`src/verilog/pixel_ram_pkg.sv`:
```
package pixel_ram_pkg;

    //////////////////////////////////////////////////////////////////////
    // sizes
    //////////////////////////////////////////////////////////////////////

    localparam int PIX_W        = 16;
    localparam int PIX_PER_WORD = 8;
    localparam int WORD_W       = PIX_W * PIX_PER_WORD;

    // one base address expands to a run of four neighbouring pixels
    localparam int QUAD_PIX     = 4;
    localparam int QUADS        = 4;
    localparam int PIX_PER_BEAT = QUADS * QUAD_PIX;

    // two read ports per copy cover the whole beat
    localparam int RAM_COPIES   = 8;
    localparam int NUM_BANKS    = 2;

    //////////////////////////////////////////////////////////////////////
    // data types
    //////////////////////////////////////////////////////////////////////

    typedef logic [PIX_W-1:0]  pixel_t;
    typedef logic [WORD_W-1:0] word_t;

    // pixel index inside a block, reduced modulo the block size
    typedef logic [15:0] pix_addr_t;
    typedef logic [15:0] word_addr_t;

    // base[0] sits in the low bits of the map word
    typedef struct packed {
        pix_addr_t [QUADS-1:0] base;
    } coord_beat_t;

    // element 4q+k is the pixel at base q plus k
    typedef struct packed {
        pixel_t [PIX_PER_BEAT-1:0] pix;
    } pix_beat_t;

    typedef struct packed {
        logic       we;
        word_addr_t waddr;
        word_t      wdata;
    } bank_wr_t;

    // addresses come already fanned out and wrapped
    typedef struct packed {
        logic                           re;
        pix_addr_t [PIX_PER_BEAT-1:0]   addr;
    } bank_rd_t;

endpackage

```
`src/verilog/gather_read.sv`:
```
`timescale 1ns/1ps

module gather_read #(
    parameter int WORDS_PER_BLOCK  = 16,
    parameter int COORDS_PER_BLOCK = 8
) (
    input  logic                       clk,
    input  logic                       rstn,
    input  logic                       i_rd_bank,
    input  logic                       i_rd_ready,
    input  logic                       i_map_valid,
    output logic                       o_map_ready,
    input  pixel_ram_pkg::coord_beat_t i_map_data,
    output pixel_ram_pkg::bank_rd_t    o_rd,
    input  pixel_ram_pkg::pix_beat_t   i_pix_a,
    input  pixel_ram_pkg::pix_beat_t   i_pix_b,
    output logic                       o_pix_valid,
    input  logic                       i_pix_ready,
    output pixel_ram_pkg::pix_beat_t   o_pix_data,
    output logic                       o_block_read
);
    import pixel_ram_pkg::*;

    localparam int PIXELS_PER_BLOCK = WORDS_PER_BLOCK * PIX_PER_WORD;
    localparam int CC_W = (COORDS_PER_BLOCK > 1) ? $clog2(COORDS_PER_BLOCK) : 1;
    localparam logic [CC_W-1:0] LAST_BEAT = CC_W'(COORDS_PER_BLOCK - 1);

    logic            map_hs;
    logic            s1_valid;
    logic            s1_bank;
    logic            s1_ready;
    logic            out_ready;
    logic [CC_W-1:0] beat_cnt;

    //////////////////////////////////////////////////////////////////////
    // stall logic
    //////////////////////////////////////////////////////////////////////

    assign out_ready = !o_pix_valid || i_pix_ready;
    assign s1_ready  = !s1_valid || out_ready;

    // no intake in the cycle the finished bank is handed back
    assign o_map_ready = i_rd_ready && !o_block_read && s1_ready;
    assign map_hs      = i_map_valid && o_map_ready;

    // fan each base out to base+0..3, wrapping inside the block
    always_comb begin
        o_rd.re = map_hs;
        for (int q = 0; q < QUADS; q++) begin
            for (int k = 0; k < QUAD_PIX; k++) begin
                o_rd.addr[q*QUAD_PIX + k] =
                    pix_addr_t'((32'(i_map_data.base[q]) + k) % PIXELS_PER_BLOCK);
            end
        end
    end

    //////////////////////////////////////////////////////////////////////
    // stage 1 is the RAM output, stage 2 the output register
    //////////////////////////////////////////////////////////////////////

    always_ff @(posedge clk or negedge rstn) begin
        if (!rstn) begin
            s1_valid    <= 1'b0;
            s1_bank     <= 1'b0;
            o_pix_valid <= 1'b0;
        end else begin
            if (s1_ready) begin
                s1_valid <= map_hs;
                s1_bank  <= i_rd_bank;
            end
            if (out_ready) begin
                o_pix_valid <= s1_valid;
            end
        end
    end

    // bank mux, the select travels with its beat
    always_ff @(posedge clk) begin
        if (out_ready && s1_valid) begin
            o_pix_data <= s1_bank ? i_pix_b : i_pix_a;
        end
    end

    // beats per block, the pulse frees the bank
    always_ff @(posedge clk or negedge rstn) begin
        if (!rstn) begin
            beat_cnt     <= '0;
            o_block_read <= 1'b0;
        end else begin
            o_block_read <= 1'b0;
            if (map_hs) begin
                if (beat_cnt == LAST_BEAT) begin
                    beat_cnt     <= '0;
                    o_block_read <= 1'b1;
                end else begin
                    beat_cnt <= beat_cnt + 1'b1;
                end
            end
        end
    end

endmodule

```
`config.mk`:
```
export PLATFORM = sky130hd
export DESIGN_NAME = gather_read
export DESIGN_NICKNAME = d
export VERILOG_FILES = /design/src/verilog/pixel_ram_pkg.sv /design/src/verilog/gather_read.sv
export SDC_FILE = /design/constraint.sdc
export NUM_CORES = 1
export LEC_CHECK = 0
export BUFFER_PORTS_ARGS = -buffer_cell sky130_fd_sc_hd__buf_4
export CORE_AREA = 4 4 422 424
export CTS_CLUSTER_SIZE = 28
export DETAILED_ROUTE_END_ITERATION = 7
export DIE_AREA = 0 0 426 428
export SLEW_MARGIN = 20
export SYNTH_ARGS = -nofsm -noshare
export SYNTH_HDL_FRONTEND = slang
export SYNTH_SLANG_ARGS = --single-unit
```
`constraint.sdc`:
```
create_clock -name clk -period 16.3 [get_ports clk]
set_input_delay 3.26 -clock clk [delete_from_list [all_inputs] [get_ports clk]]
set_output_delay 3.26 -clock clk [all_outputs]
set_load 0.05 [all_outputs]
```
* Word level (Yosys, flattened, before mapping)
Index checks and enable logic that the tools add are counted.
Cells by class: div/mod/pow operators 0, shifts and indexed selects 0, bitwise logic cells 0, mux-type cells 4, reduce and logical (&&, ||, !) cells 9, eq/ne operators 1, multiply operators 0, $lt $le $gt $ge 0, add/subtract/negate cells 13
Operator list (number):
- $mux 256 | 1
- $add 7x2->7 const B | 8
- $add 7x1->7 const B | 4
- $logic_and 1x1->1 | 4
- $add 3x1->3 const B | 1
- $eq 3x3->1 const B | 1
- $logic_not 1->1 | 3
- $mux 3 | 1
- $logic_or 1x1->1 | 2
- $mux 1 | 2
Storage, ports and cells: ROM bits 0, bits in writable memories 0, latch bits 0, memories kept 0, bits in registers 263, bits of input ports 582

* Depth between registers and ports, before layout
Gate-level depths: netlist of the first run.
word-level depth 6, gate-level depth with buffers 5, depth with buffers taken out 5

* Worst setup path after synthesis of the first run
OpenSTA, ideal clock, no wires.
path type input to register, from input port i_pix_ready, to register o_pix_data[0] (netlist bit), enable pin, setup slack 6.445 ns, cell stages on the path 2, setup time 0.650 ns, data arrival time 9.205 ns, cell sequence nand2b_1 > and2_1
On the way: word-level cells in the longest chain between the ends 2
RTL lines:
- start, declared | line gather_read.sv:18 | input logic i_pix_ready,
- $logic_or 1x1->1 | line gather_read.sv:39 | assign out_ready = !o_pix_valid || i_pix_ready;
- $logic_and 1x1->1 | line gather_read.sv:79 | if (out_ready && s1_valid) begin
- end signal, assigned | line gather_read.sv:80 | o_pix_data <= s1_bank ? i_pix_b : i_pix_a;
- end, declared | line gather_read.sv:19 | output pixel_ram_pkg::pix_beat_t o_pix_data,
Every way passes these cells. A chain may end at the register's enable or synchronous reset.

==> impl.org, run 1 <==
** Timing
- The number of endpoints with negative hold slack in the final report was 0.
- On the final layout, the worst clock skew is 0.0382 ns.
- Total negative slack :: 0 ns
- In the post-route analysis, the smallest setup slack over all paths is 8.55 ns.
- After layout, the worst path uses 47.5% of the clock period.
- RSZ-0062 raised after global routing :: no
- Max Transition Viols Final :: 0
- Based on the critical path, the design can be clocked at up to 129 MHz.
- Setup violations remaining at the end of the flow were counted as 0.
- The worst pin sits at a relative slew slack of 37.1%.
- Min cycle time layout :: 7.75 ns
- Slew of the pin with the lowest slew margin :: 0.943 ns

** Power and ir drop
- Power Density :: 97.3 nW/um2
- The worst-case IR drop observed on VDD is 45.7 uV.
- For this design the static power due to leakage is 0.0104 uW.

** Critical path
- Critical R2R Launch :: s1_bank
- The worst setup path is of the in -> out kind.
- In this run the critical register-to-register path is captured at o_pix_data[194].
- Worst reg-to-reg path cell count :: 5
- The setup check on the worst reg-to-reg path leaves a slack of 11.51 ns.
- Critical path arrival :: 4.49 ns
- Data required, critical path :: 13.04 ns
- Crit path capture type :: output port
- Of all nets on the critical path, the largest fanout is 7.
- Worst Setup Start Kind :: primary input

** Min path
- Tightest Hold Check Type :: reg -> reg
- Counting instances, the worst hold path has a depth of 1.
- Worst Hold Launch :: beat_cnt[1]
- End of the worst hold path :: beat_cnt[1]

** Yosys
- After Yosys synthesis, XOR and XNOR cells account for 3.37% of the synthesized area.
- Seq cells post-synth :: 263
- Share of cell area taken by muxes after synthesis :: 26.0%
- Combinational family with the most area after synthesis :: multiplexers
- Yosys attributes the largest share of cell area to sky130_fd_sc_hd__edfxtp_1 53%, sky130_fd_sc_hd__mux2_4 24%, sky130_fd_sc_hd__buf_4 9.3%.
- Number of enable flip-flop cells after synthesis :: 256
- Fraction of registers with async set/reset :: 2.66%
- Fraction of synthesized cell area taken by the top area cell type :: 52.8%
- Syn avg cell area :: 16.2 um2
- The synthesized netlist devotes 0.172% of its cell area to compound gates.
- Summing the areas of all fa, ha and maj instances in the mapped netlist gives 1.55% of the synthesized area.
- For this run, the register share of the synthesized area comes to 54.0%.
- Of the total synthesized cell area, the portion taken by AND, OR, NAND and NOR gates is 2.29%.
- Count of yosys warnings during synthesis :: 0
- Cell taking the most area after synthesis :: sky130_fd_sc_hd__edfxtp_1
- Post-Synthesis Cell Area :: 14,600 um2
- Most used DFF post-synth :: sky130_fd_sc_hd__edfxtp_1
- Unique cell type count in the Yosys netlist :: 27
- After technology mapping, the gate count stands at 898.

** Place
- At the end of routability-driven placement, the weighted congestion stood at 0.902.
- Placed wire-length estimate after detailed placement :: 66,700 um
- Count of input and output buffers :: 917
- Cells after DPL :: 4,072
- Placed instance area :: 23,200 um2
- Worst setup timing slack at the placement stage :: 8.46 ns

** Global route
- Wire length of the first global-routing pass :: 96,700 um
- The initial antenna violation count is 5.
- Entering global routing, the biggest net connects 146 pins.
- Total routing resource utilization after global routing :: 7.87%
- The number of global-route vias before repair was 10,600.
- Total congestion overflow :: 0

** Clocking
- After clock tree synthesis, the clock-pin slew on the worst setup and hold paths is 0.05 ns.
- Clk Tree Root Cell :: sky130_fd_sc_hd__clkbuf_16
- Number of instances resized during post-cts repair :: 0
- Maximum clock path buffer count :: 3
- In this run the number of H-tree levels came out at 2.
- In this run, post-CTS hold repair placed 0 buffers.
- Number of sinks handled by clock tree synthesis :: 263
- Clock tree synthesis inserted a total of 34 buffers.
- Latest clock arrival within the worst-skew pair :: 0.57 ns
- TritonCTS built the clock tree.
- Number of buffers added for setup after CTS :: 0

** Detailed routing
- Detailed-route via count :: 10,500
- Count of nets left with antenna violations after detail routing :: 0
- In the routed design, unresolved DRC markers number 0.
- In the routed layout, each cell is associated on average with a via count of 2.53.
- The final layout contains routed wiring with a total length of 77,100 um.
- First drt pass iteration count :: 4
- Violation count after the first detailed-route iteration :: 492
- Wirelength per Cell :: 18.7 um

** Flow run
- # Max-Cap Violations :: 0

** Cells and area
- Leaving out fill and tap cells, the most frequent cell in the layout is sky130_fd_sc_hd__buf_4.
- Register area :: 7870 um2
- Relative to the synthesized area, the layout overhead comes to 66.3%.
- Commonest non-fill, non-tap cells in the layout :: 923 x sky130_fd_sc_hd__buf_4, 256 x sky130_fd_sc_hd__edfxtp_1, 229 x sky130_fd_sc_hd__mux2_4, 144 x sky130_fd_sc_hd__conb_1, 41 x sky130_fd_sc_hd__xnor2_1
- Post-Layout Inst Area :: 24,200 um2
- Summing all multi-input logic gate instances after layout gives 5400 um2.
- The final layout contains 2,383 nets.
- Post-Layout Cell Count :: 4,130
- In the final layout, the share of cells above drive strength 1 is 68.3%.
- Filler Cells Inserted :: 19,500

** Floorplan
- In this run the standard cell core region covers 174,000 um2.
- From bottom edge to top edge, the die measures 428 um.
- The die covers 182,000 um2.
- The initial utilization of the core area, before any placement, comes to 8.37%.
- Die width :: 426 um
- Site row count :: 153
- 1,098 I/O pins were placed.

** Status
- Result of the run :: finished, final reports clean
## cells in the mapped netlist, drive strengths merged (2+ instances only)
cell	count
nand2	21
and4	4
xnor2	41
nor2	8
inv	16
nand4	5
ha	18
edfxtp	256
buf	218
dfrtp	7
nand2b	5
a21oi	4
and2	2
nand3	12
xor2	15
mux2	260
## routing by layer
metal / vias to the layer above / GRT usage [%] / part of all wire (%) / wire length (um)
met1: 5179 / 8.51 / 36 / 27600
li1: 4686 / - / - / -
met4: 0 / 1.79 / 1.6 / 1270
met2: 544 / 14.6 / 53 / 40800
met3: 58 / 2.71 / 9.7 / 7480
met5: - / 0 / 0 / 0
## per-stage QoR
step / power, uW / util (%) / hold slack [ns]
after CTS: 2410 / 13.9 / 0.516
after floorplan: 1400 / - / 0.485
final: 2350 / 13.9 / 0.512
after global routing: 2450 / 13.9 / 0.535
after detailed placement: 1660 / 13.3 / 0.504
after global placement: 1660 / 13.3 / 0.497
## worst max path at each step
stage / start / endpoint / depth (start not counted)
2_1_floorplan: i_pix_ready / o_pix_data[0] / 2
3_3_place_gp: i_map_data[32] / o_rd[182] / 6
3_5_place_dp: i_map_data[32] / o_rd[182] / 6
4_1_cts: i_map_data[32] / o_rd[182] / 6
5_1_grt: i_map_data[32] / o_rd[182] / 6
6_report: i_map_data[32] / o_rd[182] / 6
## cell families after synthesis
kind of cell,Yosys count
muxes,260
AOI/OAI and AO/OA,5
buffers and inverters,234
and+or+nand+nor,61
xor gates and xnor gates,56
other,1
DFF,263
adders and majority gates,18
## critical path, cell delays in order
cell	delay, ns
sky130_fd_sc_hd__buf_4	0.13
sky130_fd_sc_hd__inv_1	0.08
sky130_fd_sc_hd__ha_1	0.24
sky130_fd_sc_hd__nand2b_1	0.33
sky130_fd_sc_hd__xnor2_1	0.23
sky130_fd_sc_hd__buf_4	0.22
## where the power goes
part	leakage [uW]	internal, uW	switching, uW
Clock	0.000495	400	316
Combinational	0.00744	274	518
Sequential	0.00248	820	26.1
## state kept, by name, indices dropped and copies added (netlist names)
signal,count
o_block_read,1
beat_cnt,3
s1_valid,1
o_pix_valid,1
o_pix_data,256
s1_bank,1
## final cells by class
| cell class | count | share of cell area, % |
|---|---|---|
| multi-input combinational | 544 | 22.3 |
| sequential | 263 | 32.5 |
| inverter | 16 | 0.248 |
| tap | 2325 | 12.0 |
| clock inverter | 18 | 0.564 |
| clock buffer | 39 | 3.59 |
| antenna | 1 | 0.0103 |
| timing repair buffer | 924 | 28.7 |
No activity file was read; power rests on OpenSTA's default activity.
==> run 2, diff against run 1 <==
CORE_AREA = 4 4 421 423   (was 4 4 422 424)
DIE_AREA = 0 0 425 427   (was 0 0 426 428)
clock period = 6.6 ns   (was 16.3 ns; I/O delays follow)
==> run 2 against run 1 <==
Wire length is 4.1% lower; worst setup slack worse by 5.8 ns; cell count hardly changed; clock-buffer cell count stayed put; sequential share of layout area is 0.16 points lower; via count is 0.21% lower; final area is 0.49% higher; critical path depth is 1 higher; utilization is 0.099 points higher; flip-flop and latch count stayed put; register-to-register slack worse by 7.5 ns; clock power grew to 2.6 times the previous value; critical endpoint is now o_rd[246].
==> impl.org, run 2 (same netlist as run 1, synthesis figures left out) <==
** Critical path
- Worst reg-to-reg path cell count :: 2
- STA classifies the critical path startpoint as a primary input.
- By instance count, the cell type seen most on the critical path is sky130_fd_sc_hd__buf_4.
- Worst path buffer plus inverter count :: 3
- Delay contributed by the slowest stage of the critical path :: 0.32 ns
- In this run the number of cells on the critical path is 7.
- Critical path arrival :: 2.58 ns
- Type of the worst setup path :: in -> out
- Maximum fanout along the worst path :: 6
- The worst setup path is captured at an output port.
- Among cell families on the critical path, the largest total delay comes from buffers and inverters.
- Traced cell by cell, the critical path runs through buf_4 > inv_1 > ha_1 > nor2b_1 > nand4_1 > xnor2_1 > buf_4.
- Data required, critical path :: 5.28 ns
- Among all stages on the critical path, the largest delay is contributed by sky130_fd_sc_hd__ha_1.

** Timing
- Across the routed clock network, the largest skew measured is 0.0286 ns.
- After layout, the worst setup slack is 2.70 ns.
- Setup violations remaining at the end of the flow were counted as 0.
- Max Transition Viols Final :: 0
- Smallest hold slack :: 0.523 ns
- Headroom to the max-slew limit came out at 24.3%.
- The worst path in the final design needs a cycle of 3.90 ns, including I/O delays and setup.
- RSZ-0062 raised after global routing :: no
- Timing would allow up to 257 MHz.
- The number of endpoints with negative hold slack in the final report came to 0.
- Total negative slack :: 0 ns
- Slew of the pin with the lowest slew margin :: 1.14 ns
- Fin crit share :: 59.1%

** Global route
- Global routing used 7.31% of the available tracks.
- For this run the aggregate overflow at the end of global routing stands at 0.
- Wire length of the first global-routing pass :: 90,300 um
- The initial antenna violation count came to 11.
- The number of global-route vias before repair is 10,400.
- Maximum number of pins on one net before global-route repair :: 118

** Place
- Before CTS, the worst setup slack after placement is 2.56 ns.
- Once detailed placement completed, the half-perimeter wirelength came to 63,300 um.
- The congestion estimate from routability-driven global placement came to 0.888.
- Input and output buffers added on the ports amount to 917.

** Detailed routing
- After the first detailed-routing iteration, the DRC count stood at 560.
- Via density per instance :: 2.53
- After detailed routing, the total wire length is 74,000 um.
- In the final routed layout, each cell accounts on average for 17.9 um.
- Detailed-route via count :: 10,400
- The pre-antenna-repair detailed-routing pass consisted of 5 iterations.
- Count of nets left with antenna violations after detail routing :: 0
- In the routed design, unresolved DRC markers number 0.

** Clocking
- The tree built by TritonCTS fans out to 263 sinks.
- Maximum level of the CTS H-tree :: 1
- Number of buffers added for setup after CTS :: 0
- Gates resized during post-CTS repair numbered 0.
- Cts hold-fix bufs :: 0
- In this run the deepest clock path goes through 3 buffers.
- Clk Tree Root Cell :: sky130_fd_sc_hd__clkbuf_16
- The number of clock buffers added by TritonCTS is 31.
- CTS tree :: built
- Latest clock arrival within the worst-skew pair :: 0.62 ns
- Clock-pin slew was measured on the worst setup and hold paths at 0.06 ns.

** Min path
- Hold Crit Depth :: 1
- Tightest Hold Check Type :: reg -> reg

** Flow run
- The tool flagged a number of max-cap violations equal to 0.

** Power and ir drop
- Dividing total power by cell area gives a power density of 243 nW/um2.
- VDD sags by at most 182 uV.
- For this design the static power due to leakage is 0.0105 uW.
- Summing internal, switching and leakage power gives 5910 uW.

** Status
- Result of the run :: finished, final reports clean

** Cells and area
- Commonest non-fill, non-tap cells in the layout :: 922 x sky130_fd_sc_hd__buf_4, 256 x sky130_fd_sc_hd__edfxtp_1, 229 x sky130_fd_sc_hd__mux2_4, 144 x sky130_fd_sc_hd__conb_1, 41 x sky130_fd_sc_hd__xnor2_1
- Largest registers :: o_pix_data: 256 flops, beat_cnt: 3 flops
- Signed area change from the synthesized netlist to the final layout :: 67.1%
- Final #Nets :: 2,381
- Largest register by flop count :: o_pix_data
- Leaving out fill and tap cells, the most frequent cell in the layout is sky130_fd_sc_hd__buf_4.
- For this run, the share of the core covered by cells in the final layout is 14.0%.
- Number of flip-flops under the largest register name :: 256
- Filler Cells Inserted :: 19,500
- Of the cells placed in the final design, the portion with a size suffix greater than 1 is 68.5%.

** Floorplan
- I/O pin count :: 1,098
- From left edge to right edge, the die measures 425 um.
- Site row count :: 153
- Die height :: 427 um
- For this configuration, the core starts out at a cell density of 8.39%.
- The die covers 181,000 um2.
- Core box area :: 173,000 um2
[run 2: cell types whose count changed in the layout (fill, tap and decap cells not counted)]
cell,delta
sky130_fd_sc_hd__buf_12,+2
sky130_fd_sc_hd__buf_4,-1
sky130_fd_sc_hd__bufinv_16,+4
sky130_fd_sc_hd__clkbuf_1,+1
sky130_fd_sc_hd__clkbuf_16,-3
sky130_fd_sc_hd__clkbuf_8,+2
sky130_fd_sc_hd__clkinv_1,-4
sky130_fd_sc_hd__clkinv_4,+1
sky130_fd_sc_hd__clkinvlp_4,+1
sky130_fd_sc_hd__diode_2,+2
sky130_fd_sc_hd__inv_16,+1
sky130_fd_sc_hd__inv_6,-2
[run 2: per-stage QoR]
step | instance area [um2] | std cells
after floorplan | 15100 | 1041
after global placement | 23200 | 4073
after detailed placement | 23200 | 4073
after CTS | 24300 | 4131
after global routing | 24300 | 4132
final | 24300 | 4134
[run 2: metal layers]
metal / vias to the layer above / share of wire [%] / global-route usage, %
met3: 58 / 9.1 / 2.43
li1: 4692 / - / -
met4: 0 / 3.0 / 2.47
met2: 548 / 52 / 13.1
met1: 5147 / 36 / 8.09
met5: - / 0 / 0
[run 2: cell type report]
type	instances	area, um2	share of cell area (%)
well taps	2325	2910	12.0
inverters	16	60.1	0.247
flip-flops and latches	263	7870	32.4
diodes	3	7.51	0.0309
multi-input cells	544	5400	22.2
clock buffers	39	826	3.40
clock inverters	19	260	1.07
repair buffers	925	6980	28.7
[run 2: final timing paths]
kind | startpoint | to | slack, ns
max | i_map_data[49] | o_rd[246] | 2.70
min | beat_cnt[2] | beat_cnt[2] | 0.52
max reg2reg | s1_bank | o_pix_data[17] | 4.06
min reg2reg | beat_cnt[2] | beat_cnt[2] | 0.52
max in group asynchronous | rstn | s1_bank | 5.91
min in group asynchronous | rstn | s1_valid | 0.54
[run 2: power by group]
part	leakage, uW	total [uW]	switching (uW)	internal, uW
combinational	0.00745	1940	1260	682
sequential	0.00248	2090	61.5	2020
clock	0.000529	1880	789	1090
total	0.0105	5910	2110	3800
