--- src/verilog/pixel_ram_pkg.sv ---
package pixel_ram_pkg;

    //////////////////////////////////////////////////////////////////////
    // sizes
    //////////////////////////////////////////////////////////////////////

    localparam int PIX_W        = 16;
    localparam int PIX_PER_WORD = 8;
    localparam int WORD_W       = PIX_W * PIX_PER_WORD;

    // one base address expands to a run of four neighbouring pixels
    localparam int QUAD_PIX     = 4;
    localparam int QUADS        = 4;
    localparam int PIX_PER_BEAT = QUADS * QUAD_PIX;

    // two read ports per copy cover the whole beat
    localparam int RAM_COPIES   = 8;
    localparam int NUM_BANKS    = 2;

    //////////////////////////////////////////////////////////////////////
    // data types
    //////////////////////////////////////////////////////////////////////

    typedef logic [PIX_W-1:0]  pixel_t;
    typedef logic [WORD_W-1:0] word_t;

    // pixel index inside a block, reduced modulo the block size
    typedef logic [15:0] pix_addr_t;
    typedef logic [15:0] word_addr_t;

    // base[0] sits in the low bits of the map word
    typedef struct packed {
        pix_addr_t [QUADS-1:0] base;
    } coord_beat_t;

    // element 4q+k is the pixel at base q plus k
    typedef struct packed {
        pixel_t [PIX_PER_BEAT-1:0] pix;
    } pix_beat_t;

    typedef struct packed {
        logic       we;
        word_addr_t waddr;
        word_t      wdata;
    } bank_wr_t;

    // addresses come already fanned out and wrapped
    typedef struct packed {
        logic                           re;
        pix_addr_t [PIX_PER_BEAT-1:0]   addr;
    } bank_rd_t;

endpackage

--- src/verilog/pingpong_ctrl.sv ---
`timescale 1ns/1ps

module pingpong_ctrl #(
    parameter int WORDS_PER_BLOCK  = 16,
    parameter int BLOCKS_PER_FRAME = 3
) (
    input  logic                    clk,
    input  logic                    rstn,
    input  logic                    i_frame_start,
    input  logic                    i_dma_valid,
    output logic                    o_dma_ready,
    input  pixel_ram_pkg::word_t    i_dma_data,
    input  logic                    i_block_read,
    output pixel_ram_pkg::bank_wr_t o_wr_a,
    output pixel_ram_pkg::bank_wr_t o_wr_b,
    output logic                    o_rd_bank,
    output logic                    o_rd_ready,
    output logic                    o_frame_done
);
    import pixel_ram_pkg::*;

    localparam int WC_W = (WORDS_PER_BLOCK > 1) ? $clog2(WORDS_PER_BLOCK) : 1;
    localparam int BC_W = $clog2(BLOCKS_PER_FRAME + 1);
    localparam logic [WC_W-1:0] LAST_WORD = WC_W'(WORDS_PER_BLOCK - 1);
    localparam logic [BC_W-1:0] LAST_BLK  = BC_W'(BLOCKS_PER_FRAME - 1);

    typedef enum logic [1:0] {
        IDLE,
        WRITE,
        WAIT_FREE
    } state_t;

    state_t               state;
    logic                 start_d0;
    logic                 start_d1;
    logic                 start_pos;
    logic                 dma_hs;
    logic                 last_word;
    logic [WC_W-1:0]      word_cnt;
    logic [BC_W-1:0]      blk_wr_cnt;
    logic [BC_W-1:0]      blk_rd_cnt;
    logic                 wr_bank;
    logic                 wr_we_a;
    logic                 wr_we_b;
    logic                 wr_last;
    word_addr_t           wr_addr_q;
    word_t                wr_data_q;
    logic [NUM_BANKS-1:0] full;
    logic [NUM_BANKS-1:0] full_nxt;
    logic                 rd_bank_nxt;

    //////////////////////////////////////////////////////////////////////
    // frame start edge
    //////////////////////////////////////////////////////////////////////

    always_ff @(posedge clk or negedge rstn) begin
        if (!rstn) begin
            start_d0 <= 1'b0;
            start_d1 <= 1'b0;
        end else begin
            start_d0 <= i_frame_start;
            start_d1 <= start_d0;
        end
    end

    assign start_pos = start_d0 && !start_d1;
    assign dma_hs    = i_dma_valid && o_dma_ready;
    assign last_word = (word_cnt == LAST_WORD);

    //////////////////////////////////////////////////////////////////////
    // write side FSM, word and block counters
    //////////////////////////////////////////////////////////////////////

    always_ff @(posedge clk or negedge rstn) begin
        if (!rstn) begin
            state       <= IDLE;
            o_dma_ready <= 1'b0;
            word_cnt    <= '0;
            blk_wr_cnt  <= '0;
            wr_bank     <= 1'b0;
        end else if (start_pos) begin
            state       <= WRITE;
            o_dma_ready <= 1'b1;
            word_cnt    <= '0;
            blk_wr_cnt  <= '0;
            wr_bank     <= 1'b0;
        end else begin
            case (state)
                WRITE: begin
                    if (dma_hs && last_word) begin
                        word_cnt    <= '0;
                        wr_bank     <= ~wr_bank;
                        o_dma_ready <= 1'b0;
                        if (blk_wr_cnt == LAST_BLK) begin
                            blk_wr_cnt <= '0;
                            state      <= IDLE;
                        end else begin
                            blk_wr_cnt <= blk_wr_cnt + 1'b1;
                            state      <= WAIT_FREE;
                        end
                    end else if (dma_hs) begin
                        word_cnt <= word_cnt + 1'b1;
                    end
                end
                // next bank may still be draining
                WAIT_FREE: begin
                    if (!full[wr_bank]) begin
                        state       <= WRITE;
                        o_dma_ready <= 1'b1;
                    end
                end
                default: begin
                    o_dma_ready <= 1'b0;
                end
            endcase
        end
    end

    // registered write port, steered to the bank being filled
    always_ff @(posedge clk or negedge rstn) begin
        if (!rstn) begin
            wr_we_a <= 1'b0;
            wr_we_b <= 1'b0;
            wr_last <= 1'b0;
        end else begin
            wr_we_a <= dma_hs && !wr_bank;
            wr_we_b <= dma_hs && wr_bank;
            wr_last <= dma_hs && last_word;
        end
    end

    always_ff @(posedge clk) begin
        if (dma_hs) begin
            wr_addr_q <= word_addr_t'(word_cnt);
            wr_data_q <= i_dma_data;
        end
    end

    assign o_wr_a = '{we: wr_we_a, waddr: wr_addr_q, wdata: wr_data_q};
    assign o_wr_b = '{we: wr_we_b, waddr: wr_addr_q, wdata: wr_data_q};

    //////////////////////////////////////////////////////////////////////
    // bank full flags and read side
    //////////////////////////////////////////////////////////////////////

    // full is set as the last word lands in the RAM
    always_comb begin
        full_nxt = full;
        if (wr_last) begin
            full_nxt[wr_we_b] = 1'b1;
        end
        if (i_block_read) begin
            full_nxt[o_rd_bank] = 1'b0;
        end
    end

    assign rd_bank_nxt = o_rd_bank ^ i_block_read;

    always_ff @(posedge clk or negedge rstn) begin
        if (!rstn) begin
            full         <= '0;
            o_rd_bank    <= 1'b0;
            o_rd_ready   <= 1'b0;
            blk_rd_cnt   <= '0;
            o_frame_done <= 1'b0;
        end else if (start_pos) begin
            full         <= '0;
            o_rd_bank    <= 1'b0;
            o_rd_ready   <= 1'b0;
            blk_rd_cnt   <= '0;
            o_frame_done <= 1'b0;
        end else begin
            full         <= full_nxt;
            o_rd_bank    <= rd_bank_nxt;
            o_rd_ready   <= full_nxt[rd_bank_nxt];
            o_frame_done <= 1'b0;
            if (i_block_read) begin
                if (blk_rd_cnt == LAST_BLK) begin
                    blk_rd_cnt   <= '0;
                    o_frame_done <= 1'b1;
                end else begin
                    blk_rd_cnt <= blk_rd_cnt + 1'b1;
                end
            end
        end
    end

endmodule

--- config.mk ---
export PLATFORM = sky130hd
export DESIGN_NAME = pingpong_ctrl
export DESIGN_NICKNAME = d
export VERILOG_FILES = /design/src/verilog/pixel_ram_pkg.sv /design/src/verilog/pingpong_ctrl.sv
export SDC_FILE = /design/constraint.sdc
export NUM_CORES = 1
export LEC_CHECK = 0
export BUFFER_PORTS_ARGS = -buffer_cell sky130_fd_sc_hd__buf_4
export CAP_MARGIN = 20
export CORE_AREA = 2 2 166 168
export DETAILED_ROUTE_END_ITERATION = 7
export DIE_AREA = 0 0 168 170
export GPL_TIMING_DRIVEN = 0
export HOLD_SLACK_MARGIN = 0.1
export SYNTH_ARGS = -nofsm -noshare
export SYNTH_HDL_FRONTEND = slang
export SYNTH_SLANG_ARGS = --single-unit
export TNS_END_PERCENT = 20
--- constraint.sdc ---
create_clock -name clk -period 3.1 [get_ports clk]
set_input_delay 0.93 -clock clk [delete_from_list [all_inputs] [get_ports clk]]
set_output_delay 0.93 -clock clk [all_outputs]
set_load 0.005 [all_outputs]
* Yosys cells after proc, flatten, opt, wreduce, memory -nomap -nowiden *
Cells that the tools add are included.

storage, ports and cells
  memory bits (writable) = 0
  latch bits = 0
  flip-flop bits (word level) = 154
  input port bits = 133
  ROM bits = 0
  memories kept = 0
  word-level logic and storage cells = 95

operators by class
  add/subtract/negate cells = 3
  reductions and logical operators = 18
  shift-type cells = 0
  magnitude comparators = 6
  mux-type cells = 39
  bitwise operators = 5
  div/mod/pow operators = 0
  eq/ne operators = 7
  $mul = 0

operators with widths
  cell                                                         count
  two-way mux 2 bit                                            14
  two-way mux 1 bit                                            17
  two-way mux 4 bit                                            4
  less-than comparator 1 x 2 -> 1 bit (second input constant)  4
  logical AND 1 bit                                            7
  equality test 2 bit (second input constant)                  3
  inequality test 3 bit (second input constant)                2
  AND reduction 2 bit                                          3
  nonzero test 2 bit                                           3
  nonzero test 3 bit                                           2
  adder 2 x 1 -> 2 bit (second input constant)                 2
  adder 4 x 1 -> 4 bit (second input constant)                 1
  equality test 4 bit (second input constant)                  1
  case mux 2 bit (2 select lines)                              1
  AND reduction 3 bit                                          1
  AND 2 bit                                                    1
  demux 1 bit (select 1 bit)                                   2
  equality test 2 x 1 -> 1 bit (second input constant)         1
  greater-or-equal comparator 1 bit (second input constant)    2
  logical NOT 1 bit                                            2
  NOT 2 bit                                                    1
  OR 2 bit                                                     1
  case mux 1 bit (2 select lines)                              1
  NOT 1 bit                                                    1
  XOR 1 bit                                                    1

* Logic depth before layout (Yosys ltp) *
Gate-level depths: netlist (run 1).

  depth in word-level cells = 11
  depth in mapped cells = 5
  mapped depth without buffers = 5

* Worst setup path before layout (run 1) *
OpenSTA, ideal clock, no wires.

  path kind = input -> register
  from = in i_dma_valid
  to = reg word_cnt[0]
  slack = -0.366 ns
  arrival time = 3.388 ns
  stages = 4
  library setup time = 0.078 ns
  path through = and2_2 -> nand2_1 -> or3_1 -> a21oi_1

on the way
  word-level cells in the longest chain between the ends = 5
  elaborated cells between the ends (all ways) = 7
  those cells by class = mux (3); reduce/logical (4)

RTL lines
  item                    RTL line              source
  start: declaration      pingpong_ctrl.sv:10   input logic i_dma_valid,
  logical AND 1 bit (*)   pingpong_ctrl.sv:67   assign dma_hs = i_dma_valid && o_dma_ready;
  logical AND 1 bit       pingpong_ctrl.sv:90   if (dma_hs && last_word) begin
  two-way mux 4 bit       pingpong_ctrl.sv:90
  two-way mux 4 bit       pingpong_ctrl.sv:88   case (state)
  two-way mux 4 bit       pingpong_ctrl.sv:81   end else if (start_pos) begin
  end signal: assignment  pingpong_ctrl.sv:102  word_cnt <= word_cnt + 1'b1;
  end: declaration        pingpong_ctrl.sv:39   logic [WC_W-1:0] word_cnt;

Mark *: on every way between the ends. The rest lies on a longest branch, timed or not. The select of a mux whose other input is x is not followed.
A chain may end at the register's enable or synchronous reset.

* Final worst setup path (run 1) *
  from = reg wr_data_q[61]
  to = out o_wr_b[61] in the netlist's numbering

RTL lines
  item                      RTL line              source
  start: declaration        pingpong_ctrl.sv:47   word_t wr_data_q;
  start signal: assignment  pingpong_ctrl.sv:135  wr_data_q <= i_dma_data;
  end: declaration          pingpong_ctrl.sv:15   output pixel_ram_pkg::bank_wr_t o_wr_b,

No word-level cell between the ends.

==> summary.txt, run 1 <==
Yosys
  – Yosys top cell by area: edfxtp_1
  – Synth Area in Adders: 0.00204
  – Post-synth design cell area: 0.00614 mm²
  – #FFs+latches synth: between 150 and 200
  – Netlist cell types: 31
  – Sequential fraction of the synthesis area: 0.736
  – Post-Synth Simple-Gate Area: 0.0365
  – Synth Area in XOR/XNOR: 0.00571
  – Main area contributors after synthesis: edfxtp_1 65%, buf_4 19%, dfrtp_1 9.0%
  – Synth Area per Inst: about 16 µm²
  – Main combinational cell family by area after synthesis: buffers and inverters
  – Synth Area in Compound Gates: 0.0110
  – Mux cell area share after synthesis: 0.00979
  – Synth Warn #: 0
  – Post-Syn Instances: 383
  – Post-synth top area share: 0.646

Drt
  – Drt pass-1 iters: 4
  – Vias per cell: 3.65
  – DRT iter0 DRCs: 188
  – Vias: 4315
  – Final wirelength: ~20 mm
  – DR WL/cell: roughly 17 µm
  – Final ANT Viol Nets: 0
  – DRC violations left: 0

Global routing
  – First-pass GRT wire length: ~26 mm
  – Total congestion overflow: 0
  – Initial antenna violation count: 0
  – Vias in the first global route: 4119
  – GRT Total Usage: 0.127
  – Largest net degree at the start of global routing: between 60 and 70

Timing
  – Period Utilization, post-route: 0.685
  – Fin worst setup slack: ~1000 ps
  – Max Clock Skew: 10.0 ps
  – Final hold vios: 0
  – RSZ-0062 raised after global routing: no
  – Fmax: 0.471 GHz
  – Final setup fails: 0
  – Setup TNS: 0 ps
  – Hold_ws: approximately 380 ps
  – Final Max Tran Viols: 0
  – Minimum clock period: ~2100 ps

Clock tree
  – Post-CTS Hold Buffers: 0
  – Longest Clk Path Bufs: 2
  – Clock slew at reported path FFs: 80 ps
  – CTS tree: built
  – Post-CTS Resized: 0
  – TritonCTS Buffers: 17
  – H-tree levels: 4
  – # Post-CTS Setup Buffers: 0
  – CTS root buf: clkbuf_16
  – Worst-Skew Late Latency: between 400 and 500 ps
  – Clock Sinks: 154

Placement
  – Place WS: ~990 ps
  – Cell Area, Placed: 0.00972 mm²
  – Buffers on Ports: about 400
  – GPL Wtd Cong: roughly 0.8
  – Dpl hpwl: 15.8 mm
  – Placed cells: 1150

Power
  – Switching Share: 0.245
  – Power Dens Cells: 516 mW/mm²
  – Reg power frac: 0.473
  – Leak pwr: 4.84 nW
  – Logic pwr share: 0.151
  – P_sw: 1.30 mW
  – Clock power share: 0.377
  – Total power: approximately 5.3 mW
  – Internal power: 4.00 mW
  – Worst-case vdd ir drop: between 0.3 and 0.4 mV

Critical path
  – Crit Path Class: reg -> out
  – R2r setup slk: 1560 ps
  – Critical path data arrival time: 1190 ps
  – Startpoint types: flop
  – CP max-delay cell: edfxtp_1
  – Origin of the critical flop-to-flop path: o_dma_ready$_DFFE_PN0P_
  – Nature of the critical path endpoint: output pin
  – Max stage delay on crit path: 470 ps
  – Worst Path Max Fanout: 2
  – R2R depth: 2
  – Reg-to-reg endpoint: wr_data_q[18]$_DFFE_PP_
  – CP Data Required Time: 2170 ps
  – Crit-path cells: buf_4, buf_4
  – Most Frequent Cell on Critical Path: buf_4

Cells and area
  – Area grow syn2layout: 67.5%
  – Ant diodes: 0
  – Commonest non-fill, non-tap cell in the layout: buf_4
  – Final Non-Filler Cells: 1182
  – Post-Layout Inst Area: 0.0103 mm²
  – Layout cells sized above 1: 0.715
  – Final #Nets: 962
  – Most frequent cells in the layout: 560 x buf_4, 132 x edfxtp_1, 24 x conb_1, 22 x dfrtp_1, 17 x clkbuf_16
  – Post-layout util: 0.386

Floorplan
  – Core area: ~0.027 mm²
  – Initial core utilization: 0.230
  – Top Ports: 427
  – Die ar.: 0.0286 mm²
  – Die Span Y: 170 µm
  – Row count: 60
  – Chip Width: 168 µm

Worst hold path
  – HP Class: reg -> reg
  – Min-Delay Endpoint: start_d1$_DFF_PN0_
  – WHS Path Cells: 0
  – HP Start: start_d0$_DFF_PN0_

Outcome
  – Status: finished, final reports clean

Job
  – Max cap viols: 0
## sequential cells by signal, indices dropped and copies added, names as in the netlist
register,count
full,2
blk_wr_cnt,2
o_rd_ready,1
state,2
word_cnt,4
o_dma_ready,1
wr_addr_q,4
wr_we_a,1
wr_we_b,1
blk_rd_cnt,2
start_d1,1
wr_last,1
start_d0,1
wr_data_q,128
o_frame_done,1
o_rd_bank,1
wr_bank,1
## power by group through the flow
stage	combinational [mW]	clock (mW)	sequential [mW]
floorplan	0.268	0	2.54
global placement	0.786	0	2.55
detailed placement	0.807	0	2.55
CTS	0.810	2.08	2.51
global route	0.852	2.15	2.52
finish	0.798	2.00	2.51
## cell families after synthesis
family | count (synthesis)
buf+inv | 165
flops | 154
simple gates | 40
compound gates | 12
mux | 6
xor+xnor | 4
fa+ha+maj | 1
other cells | 1
## synth_stat cells
cell type / instances
o21ai_0: 2
and4_1: 1
xor2_1: 2
dfrtp_1: 22
nor2b_1: 5
nand2_1: 6
and3_2: 1
and3_4: 1
or3_1: 2
nand3b_1: 1
and2b_4: 1
and2_2: 1
nand3_2: 1
ha_1: 1
xnor2_1: 2
a21oi_1: 6
buf_2: 2
inv_1: 2
nand3_1: 4
nor2_1: 9
a211oi_1: 2
buf_1: 1
buf_4: 159
mux2i_1: 6
and2b_1: 1
edfxtp_1: 132
a31oi_1: 2
nand2b_1: 3
conb_1: 1
inv_2: 1
nor3_1: 3
## layout make-up
class                   count  area, µm²
fillers                  2589      16400
flip-flops and latches    154       4510
repair buffers            403       3070
plain buffers             162       1210
multi-input cells          87        490
clock buffers              18        429
well taps                 341        427
clock inverters            14        130
inverters                   3       11.3
## worst max path at each step
stage / from / to / slack, ps / cells after the start
4_1_cts: wr_data_q[114]$_DFFE_PP_ / o_wr_b[114] / 940 / 2
2_1_floorplan: i_dma_valid / word_cnt[0]$_DFFE_PN0P_ / 400 / 4
3_3_place_gp: i_dma_valid / word_cnt[0]$_DFFE_PN0P_ / -200 / 5
5_1_grt: wr_data_q[114]$_DFFE_PP_ / o_wr_b[114] / 920 / 2
6_report: wr_data_q[61]$_DFFE_PP_ / o_wr_b[61] / 980 / 2
3_5_place_dp: i_dma_valid / wr_data_q[106]$_DFFE_PP_ / 990 / 3
## layer usage
metal | GRT usage | wire length [µm] | share of wire | vias up
met3 | 0.0493 | 1750 | 0.089 | 15
met4 | 0.0340 | 217 | 0.011 | 0
met5 | 0 | 0 | 0 | -
met2 | 0.221 | 10200 | 0.52 | 186
met1 | 0.146 | 7370 | 0.38 | 2073
li1 | - | - | - | 2041
## critical path, delay by kind of cell (launching register included)
kind,cells,cell delay [ps]
DFF,1,470
buffers and inverters,2,300
(Power assumes the default switching activity.)
==> run 2, diff against run 1 <==
- clock period: 3.1 -> 1.7 ns (I/O delays scaled with it)
==> summary.txt, run 2 (synthesis gave the netlist of run 1 again) <==
Cells and area
  – Largest register by flop count: wr_data_q
  – Final Non-Filler Cells: 1184 (+0.17%)
  – Final #Nets: 964 (+0.21%)
  – Max FFs per register: 128 (unchanged)
  – Area grow syn2layout: 69.7%
  – Commonest non-fill, non-tap cell in the layout: buf_4
  – Post-Layout Inst Area: 0.0104 mm² (+1.3%)
  – Post-layout util: 0.391 (+0.00512)
  – Ant diodes: 0 (unchanged)
  – Layout cells sized above 1: 0.715 (about the same)
  – Most frequent cells in the layout: 549 x buf_4, 132 x edfxtp_1, 24 x conb_1, 22 x dfrtp_1, 22 x clkbuf_16
  – Largest regs: wr_data_q x128, word_cnt x4, wr_addr_q x4

Floorplan
  – Initial core utilization: 0.230 (unchanged)
  – Core area: 0.0267 mm² (unchanged)
  – Row count: 60 (unchanged)
  – Die Span Y: 170 µm (unchanged)
  – Die ar.: 0.0286 mm² (unchanged)
  – Chip Width: 168 µm (unchanged)
  – Top Ports: 427 (unchanged)

Critical path
  – Nature of the critical path endpoint: output pin
  – Most Frequent Cell on Critical Path: buf_4
  – Max stage delay on crit path: 450 ps (-20 ps)
  – CP max-delay cell: edfxtp_1
  – Worst Path Max Fanout: 2 (unchanged)
  – CP Data Required Time: 1190 ps (-980 ps)
  – Startpoint types: flop
  – Crit Path Class: reg -> out
  – Critical path data arrival time: 1160 ps (-30 ps)
  – Crit-path cells: buf_4, buf_4
  – R2R depth: 5 (+3)
  – R2r setup slk: 130 ps (-1430 ps)

Timing
  – Fmax: about 0.60 GHz
  – Minimum clock period: between 1500 and 2000 ps
  – Final hold vios: 0 (unchanged)
  – Max Clock Skew: 10.4 ps (+0.403 ps)
  – Final setup fails: 0 (unchanged)
  – RSZ-0062 raised after global routing: yes
  – Period Utilization, post-route: 0.981
  – Fin worst setup slack: 31.8 ps (-946 ps)
  – Final Max Tran Viols: 0 (unchanged)
  – Setup TNS: 0 ps (unchanged)
  – Hold_ws: 200 ps (-182 ps)

Power
  – Power Dens Cells: 956 mW/mm² (+85%)
  – Worst-case vdd ir drop: 0.454 mV (+45%)
  – Total power: 9.95 mW (+88%)
  – Leak pwr: 4.90 nW (+1.3%)

Drt
  – Final wirelength: 19.9 mm (+1.9%)
  – DRT iter0 DRCs: 232 (+23%)
  – Vias per cell: 3.66 (+0.25%)
  – Drt pass-1 iters: 4 (unchanged)
  – DR WL/cell: 16.8 µm (+1.7%)
  – DRC violations left: 0 (unchanged)
  – Final ANT Viol Nets: 0 (unchanged)
  – Vias: 4333 (+0.42%)

Clock tree
  – TritonCTS Buffers: 17 (unchanged)
  – Longest Clk Path Bufs: 2 (unchanged)
  – Clock Sinks: 154 (unchanged)
  – Clock slew at reported path FFs: 70 ps (about the same)
  – Worst-Skew Late Latency: 410 ps (-20 ps)
  – CTS root buf: clkbuf_16
  – H-tree levels: 4 (unchanged)
  – CTS tree: built

Placement
  – GPL Wtd Cong: 0.807 (+0.56%)
  – Place WS: -116 ps (-1110 ps)
  – Buffers on Ports: 401 (unchanged)
  – Placed cells: 1150 (unchanged)
  – Cell Area, Placed: 0.00972 mm² (about the same)
  – Dpl hpwl: 15.7 mm (-0.50%)

Job
  – Max cap viols: 0 (unchanged)

Outcome
  – Status: finished, final reports clean

Global routing
  – Vias in the first global route: 4166 (+1.1%)
  – Total congestion overflow: 0 (unchanged)
  – First-pass GRT wire length: 26.7 mm (+1.7%)
  – Initial antenna violation count: 0 (unchanged)
  – Largest net degree at the start of global routing: 71 (+2.9%)
  – GRT Total Usage: 0.129 (+0.00198)

Worst hold path
  – HP Class: in -> reg
  – WHS Path Cells: 1 (+1)
## run 2: cell count changes in the layout (fill, tap and decap cells not counted), moves of 2 or more
cell | previous run | this run
clkbuf_16 | 17 | 22
inv_6 | 5 | 3
buf_4 | 560 | 549
buf_6 | 0 | 11
inv_8 | 5 | 1
## run 2: path summary, 6_finish.rpt
check / startpoint / endpoint
worst max-delay path: wr_data_q[29]$_DFFE_PP_ / o_wr_b[29]
worst min-delay path: i_frame_start / start_d0$_DFF_PN0_
worst max register to register: o_dma_ready$_DFFE_PN0P_ / word_cnt[0]$_DFFE_PN0P_
worst min register to register: start_d0$_DFF_PN0_ / start_d1$_DFF_PN0_
max in group asynchronous: rstn / wr_we_a$_DFF_PN0_
min in group asynchronous: rstn / o_frame_done$_DFF_PN0_
## run 2: final cells by class
type / instances / area, µm²
clock inverters: 8 / 66.3
clock buffers: 24 / 551
inverters: 3 / 11.3
plain buffers: 161 / 1200
fillers: 2593 / 16200
flip-flops and latches: 154 / 4510
repair buffers: 406 / 3150
well taps: 341 / 427
multi-input cells: 87 / 493
## run 2: metal layers
metal  global-route usage  part of all wire  up-vias
met2                0.232              0.54      192
li1                     -                 -     2044
met5                    0                 0        -
met1                0.150              0.38     2085
met3               0.0400             0.069       12
met4               0.0325            0.0099        0
## run 2: what timing repair did
item | CTS | global route
pin swaps | 0 | 1
gates resized for setup | 1 | 10
setup endpoints to repair | 2 | 11
buffers inserted | 1 | 0
hold endpoints to repair | 22 | 0
hold buffers | 1 | 0
gates cloned | 0 | 1
## run 2: critical path: cells and delay by family (launching register included)
| family | cells | cell delay, ps |
|---|---|---|
| buf+inv | 2 | 300 |
| flops | 1 | 450 |
## run 2: where the power goes
part           internal [mW]  switching [mW]  total (mW)
Sequential              4.40           0.183        4.58
Clock                   2.31            1.60        3.91
Combinational          0.972           0.495        1.47
==> run 3, diff against run 2 <==
- RECOVER_POWER: not set -> 50
==> summary.txt, run 3 (synthesis gave the netlist of run 1 again) <==
Floorplan
  – Die Span Y: 170 µm (unchanged)
  – Core area: 0.0267 mm² (unchanged)
  – Chip Width: 168 µm (unchanged)
  – Top Ports: 427 (unchanged)
  – Row count: 60 (unchanged)
  – Initial core utilization: 0.230 (unchanged)
  – Die ar.: 0.0286 mm² (unchanged)

Cells and area
  – Area used by multi-input combinational logic: 483 µm² (-2.0%)
  – Most frequent cells in the layout: 380 x buf_4, 158 x clkbuf_4, 132 x edfxtp_1, 24 x conb_1, 22 x dfrtp_1
  – Max FFs per register: 128 (unchanged)
  – Final #Nets: 964 (unchanged)
  – Ant diodes: 0 (unchanged)
  – Largest register by flop count: wr_data_q
  – Area grow syn2layout: 68.2%
  – Largest regs: wr_data_q x128, word_cnt x4, wr_addr_q x4
  – Layout cells sized above 1: 0.698 (-0.0178)
  – Register area: 0.00451 mm² (unchanged)
  – Fillers: 2606 (+0.50%)
  – Commonest non-fill, non-tap cell in the layout: buf_4

Clock tree
  – Worst-Skew Late Latency: 410 ps (about the same)
  – CTS root buf: clkbuf_16
  – Longest Clk Path Bufs: 2 (unchanged)
  – H-tree levels: 4 (unchanged)
  – TritonCTS Buffers: 17 (unchanged)
  – CTS tree: built
  – Clock slew at reported path FFs: 70 ps (about the same)
  – Clock Sinks: 154 (unchanged)

Power
  – Worst-case vdd ir drop: 0.454 mV (about the same)
  – Power Dens Cells: 960 mW/mm² (+0.36%)
  – Leak pwr: 4.81 nW (-1.9%)
  – Total power: 9.90 mW (-0.50%)

Critical path
  – Crit-path cells: buf_4, buf_6
  – Worst Path Max Fanout: 2 (unchanged)
  – CP max-delay cell: edfxtp_1
  – CP Data Required Time: 1190 ps (about the same)
  – R2r setup slk: 110 ps (-20 ps)
  – Nature of the critical path endpoint: output pin
  – Crit Path Class: reg -> out
  – R2R depth: 2 (-3)
  – Startpoint types: flop
  – Critical Path Sink: o_wr_b[76]
  – Critical path data arrival time: 1160 ps (about the same)
  – Crit path depth: 2 (unchanged)
  – CP startpoint: wr_data_q[76]$_DFFE_PP_
  – Critical path's top delay family: flip-flops
  – WP buf/inv: 2 (unchanged)
  – Reg-to-reg endpoint: wr_data_q[38]$_DFFE_PP_
  – Max stage delay on crit path: 460 ps (about the same)
  – Origin of the critical flop-to-flop path: o_dma_ready$_DFFE_PN0P_

Global routing
  – First-pass GRT wire length: 26.7 mm (unchanged)
  – Total congestion overflow: 0 (unchanged)
  – Vias in the first global route: 4166 (unchanged)
  – GRT Total Usage: 0.129 (unchanged)
  – Initial antenna violation count: 0 (unchanged)
  – Largest net degree at the start of global routing: 71 (unchanged)

Drt
  – Drt pass-1 iters: 4 (unchanged)
  – Vias per cell: 3.66 (about the same)
  – DR WL/cell: 16.7 µm (-0.72%)
  – Final wirelength: 19.8 mm (-0.72%)
  – DRT iter0 DRCs: 222 (-4.3%)
  – Vias: 4337 (+0.092%)
  – DRC violations left: 0 (unchanged)
  – Final ANT Viol Nets: 0 (unchanged)

Timing
  – Setup TNS: 0 ps (unchanged)
  – RSZ-0062 raised after global routing: yes
  – Max Clock Skew: 10.3 ps (-0.117 ps)
  – Final setup fails: 0 (unchanged)
  – Minimum clock period: 1670 ps (-2.49 ps)
  – Final Max Tran Viols: 0 (unchanged)
  – Period Utilization, post-route: 0.980 (-0.00147)
  – Final hold vios: 0 (unchanged)
  – Hold_ws: 224 ps (+24.4 ps)
  – Worst relative slew slack: 0.626
  – Fin worst setup slack: 34.3 ps (+2.49 ps)
  – Fmax: 0.600 GHz (+0.15%)
  – Worst-Margin Slew: between 500 and 600 ps

Job
  – Max cap viols: 0 (unchanged)

Placement
  – Dpl hpwl: 15.7 mm (unchanged)
  – GPL Wtd Cong: 0.807 (unchanged)
  – Buffers on Ports: 401 (unchanged)
  – Place WS: -116 ps (unchanged)

Outcome
  – Status: finished, final reports clean

Worst hold path
  – HP Class: in -> reg
[run 3: changes by cell type in the layout (fill, tap and decap cells not counted), sizes merged]
cell    change
buf       -171
clkbuf    +171
[run 3: how the worst min path moves through the flow]
stage / start / to / slack (ps) / cells past startpoint
after floorplan: rstn / blk_rd_cnt[0]$_DFFE_PN0P_ / 210 / 0
after global placement: start_d0$_DFF_PN0_ / start_d1$_DFF_PN0_ / 350 / 0
after detailed placement: start_d0$_DFF_PN0_ / start_d1$_DFF_PN0_ / 360 / 0
after CTS: i_frame_start / start_d0$_DFF_PN0_ / 170 / 1
after global routing: i_frame_start / start_d0$_DFF_PN0_ / 190 / 1
final: i_frame_start / start_d0$_DFF_PN0_ / 220 / 1
[run 3: stage by stage]
stage	std cells	util	instance area, µm²
after CTS	1183	0.388	10300
after global placement	1148	0.363	9660
after floorplan	406	-	6230
final	1184	0.387	10300
after global routing	1184	0.387	10300
after detailed placement	1150	0.365	9720
[run 3: layer usage]
metal	GRT usage	part of all wire	up-vias
li1	-	-	2047
met1	0.150	0.39	2083
met2	0.232	0.54	193
met3	0.0400	0.066	14
met4	0.0325	0.012	0
met5	0	0	-
[run 3: report_power, final]
group	internal [mW]	switching, mW	leakage (nW)
Sequential	4.40	0.181	1.58
Clock	2.31	1.60	0.308
Combinational	0.929	0.491	2.92
[run 3: timing repair]
action	CTS	global route
pin swaps	0	1
setup buffers	1	0
hold endpoints to repair	22	0
setup endpoints to repair	2	11
gates cloned	0	1
hold buffers	1	0
resized for setup	1	10
[run 3: area by class of cell]
class / instances / area share
clock buffer: 24 / 0.0533
sequential: 154 / 0.437
inverter: 3 / 0.00109
buffer: 161 / 0.116
multi-input combinational: 87 / 0.0468
timing repair buffer: 406 / 0.298
clock inverter: 8 / 0.00642
tap: 341 / 0.0413
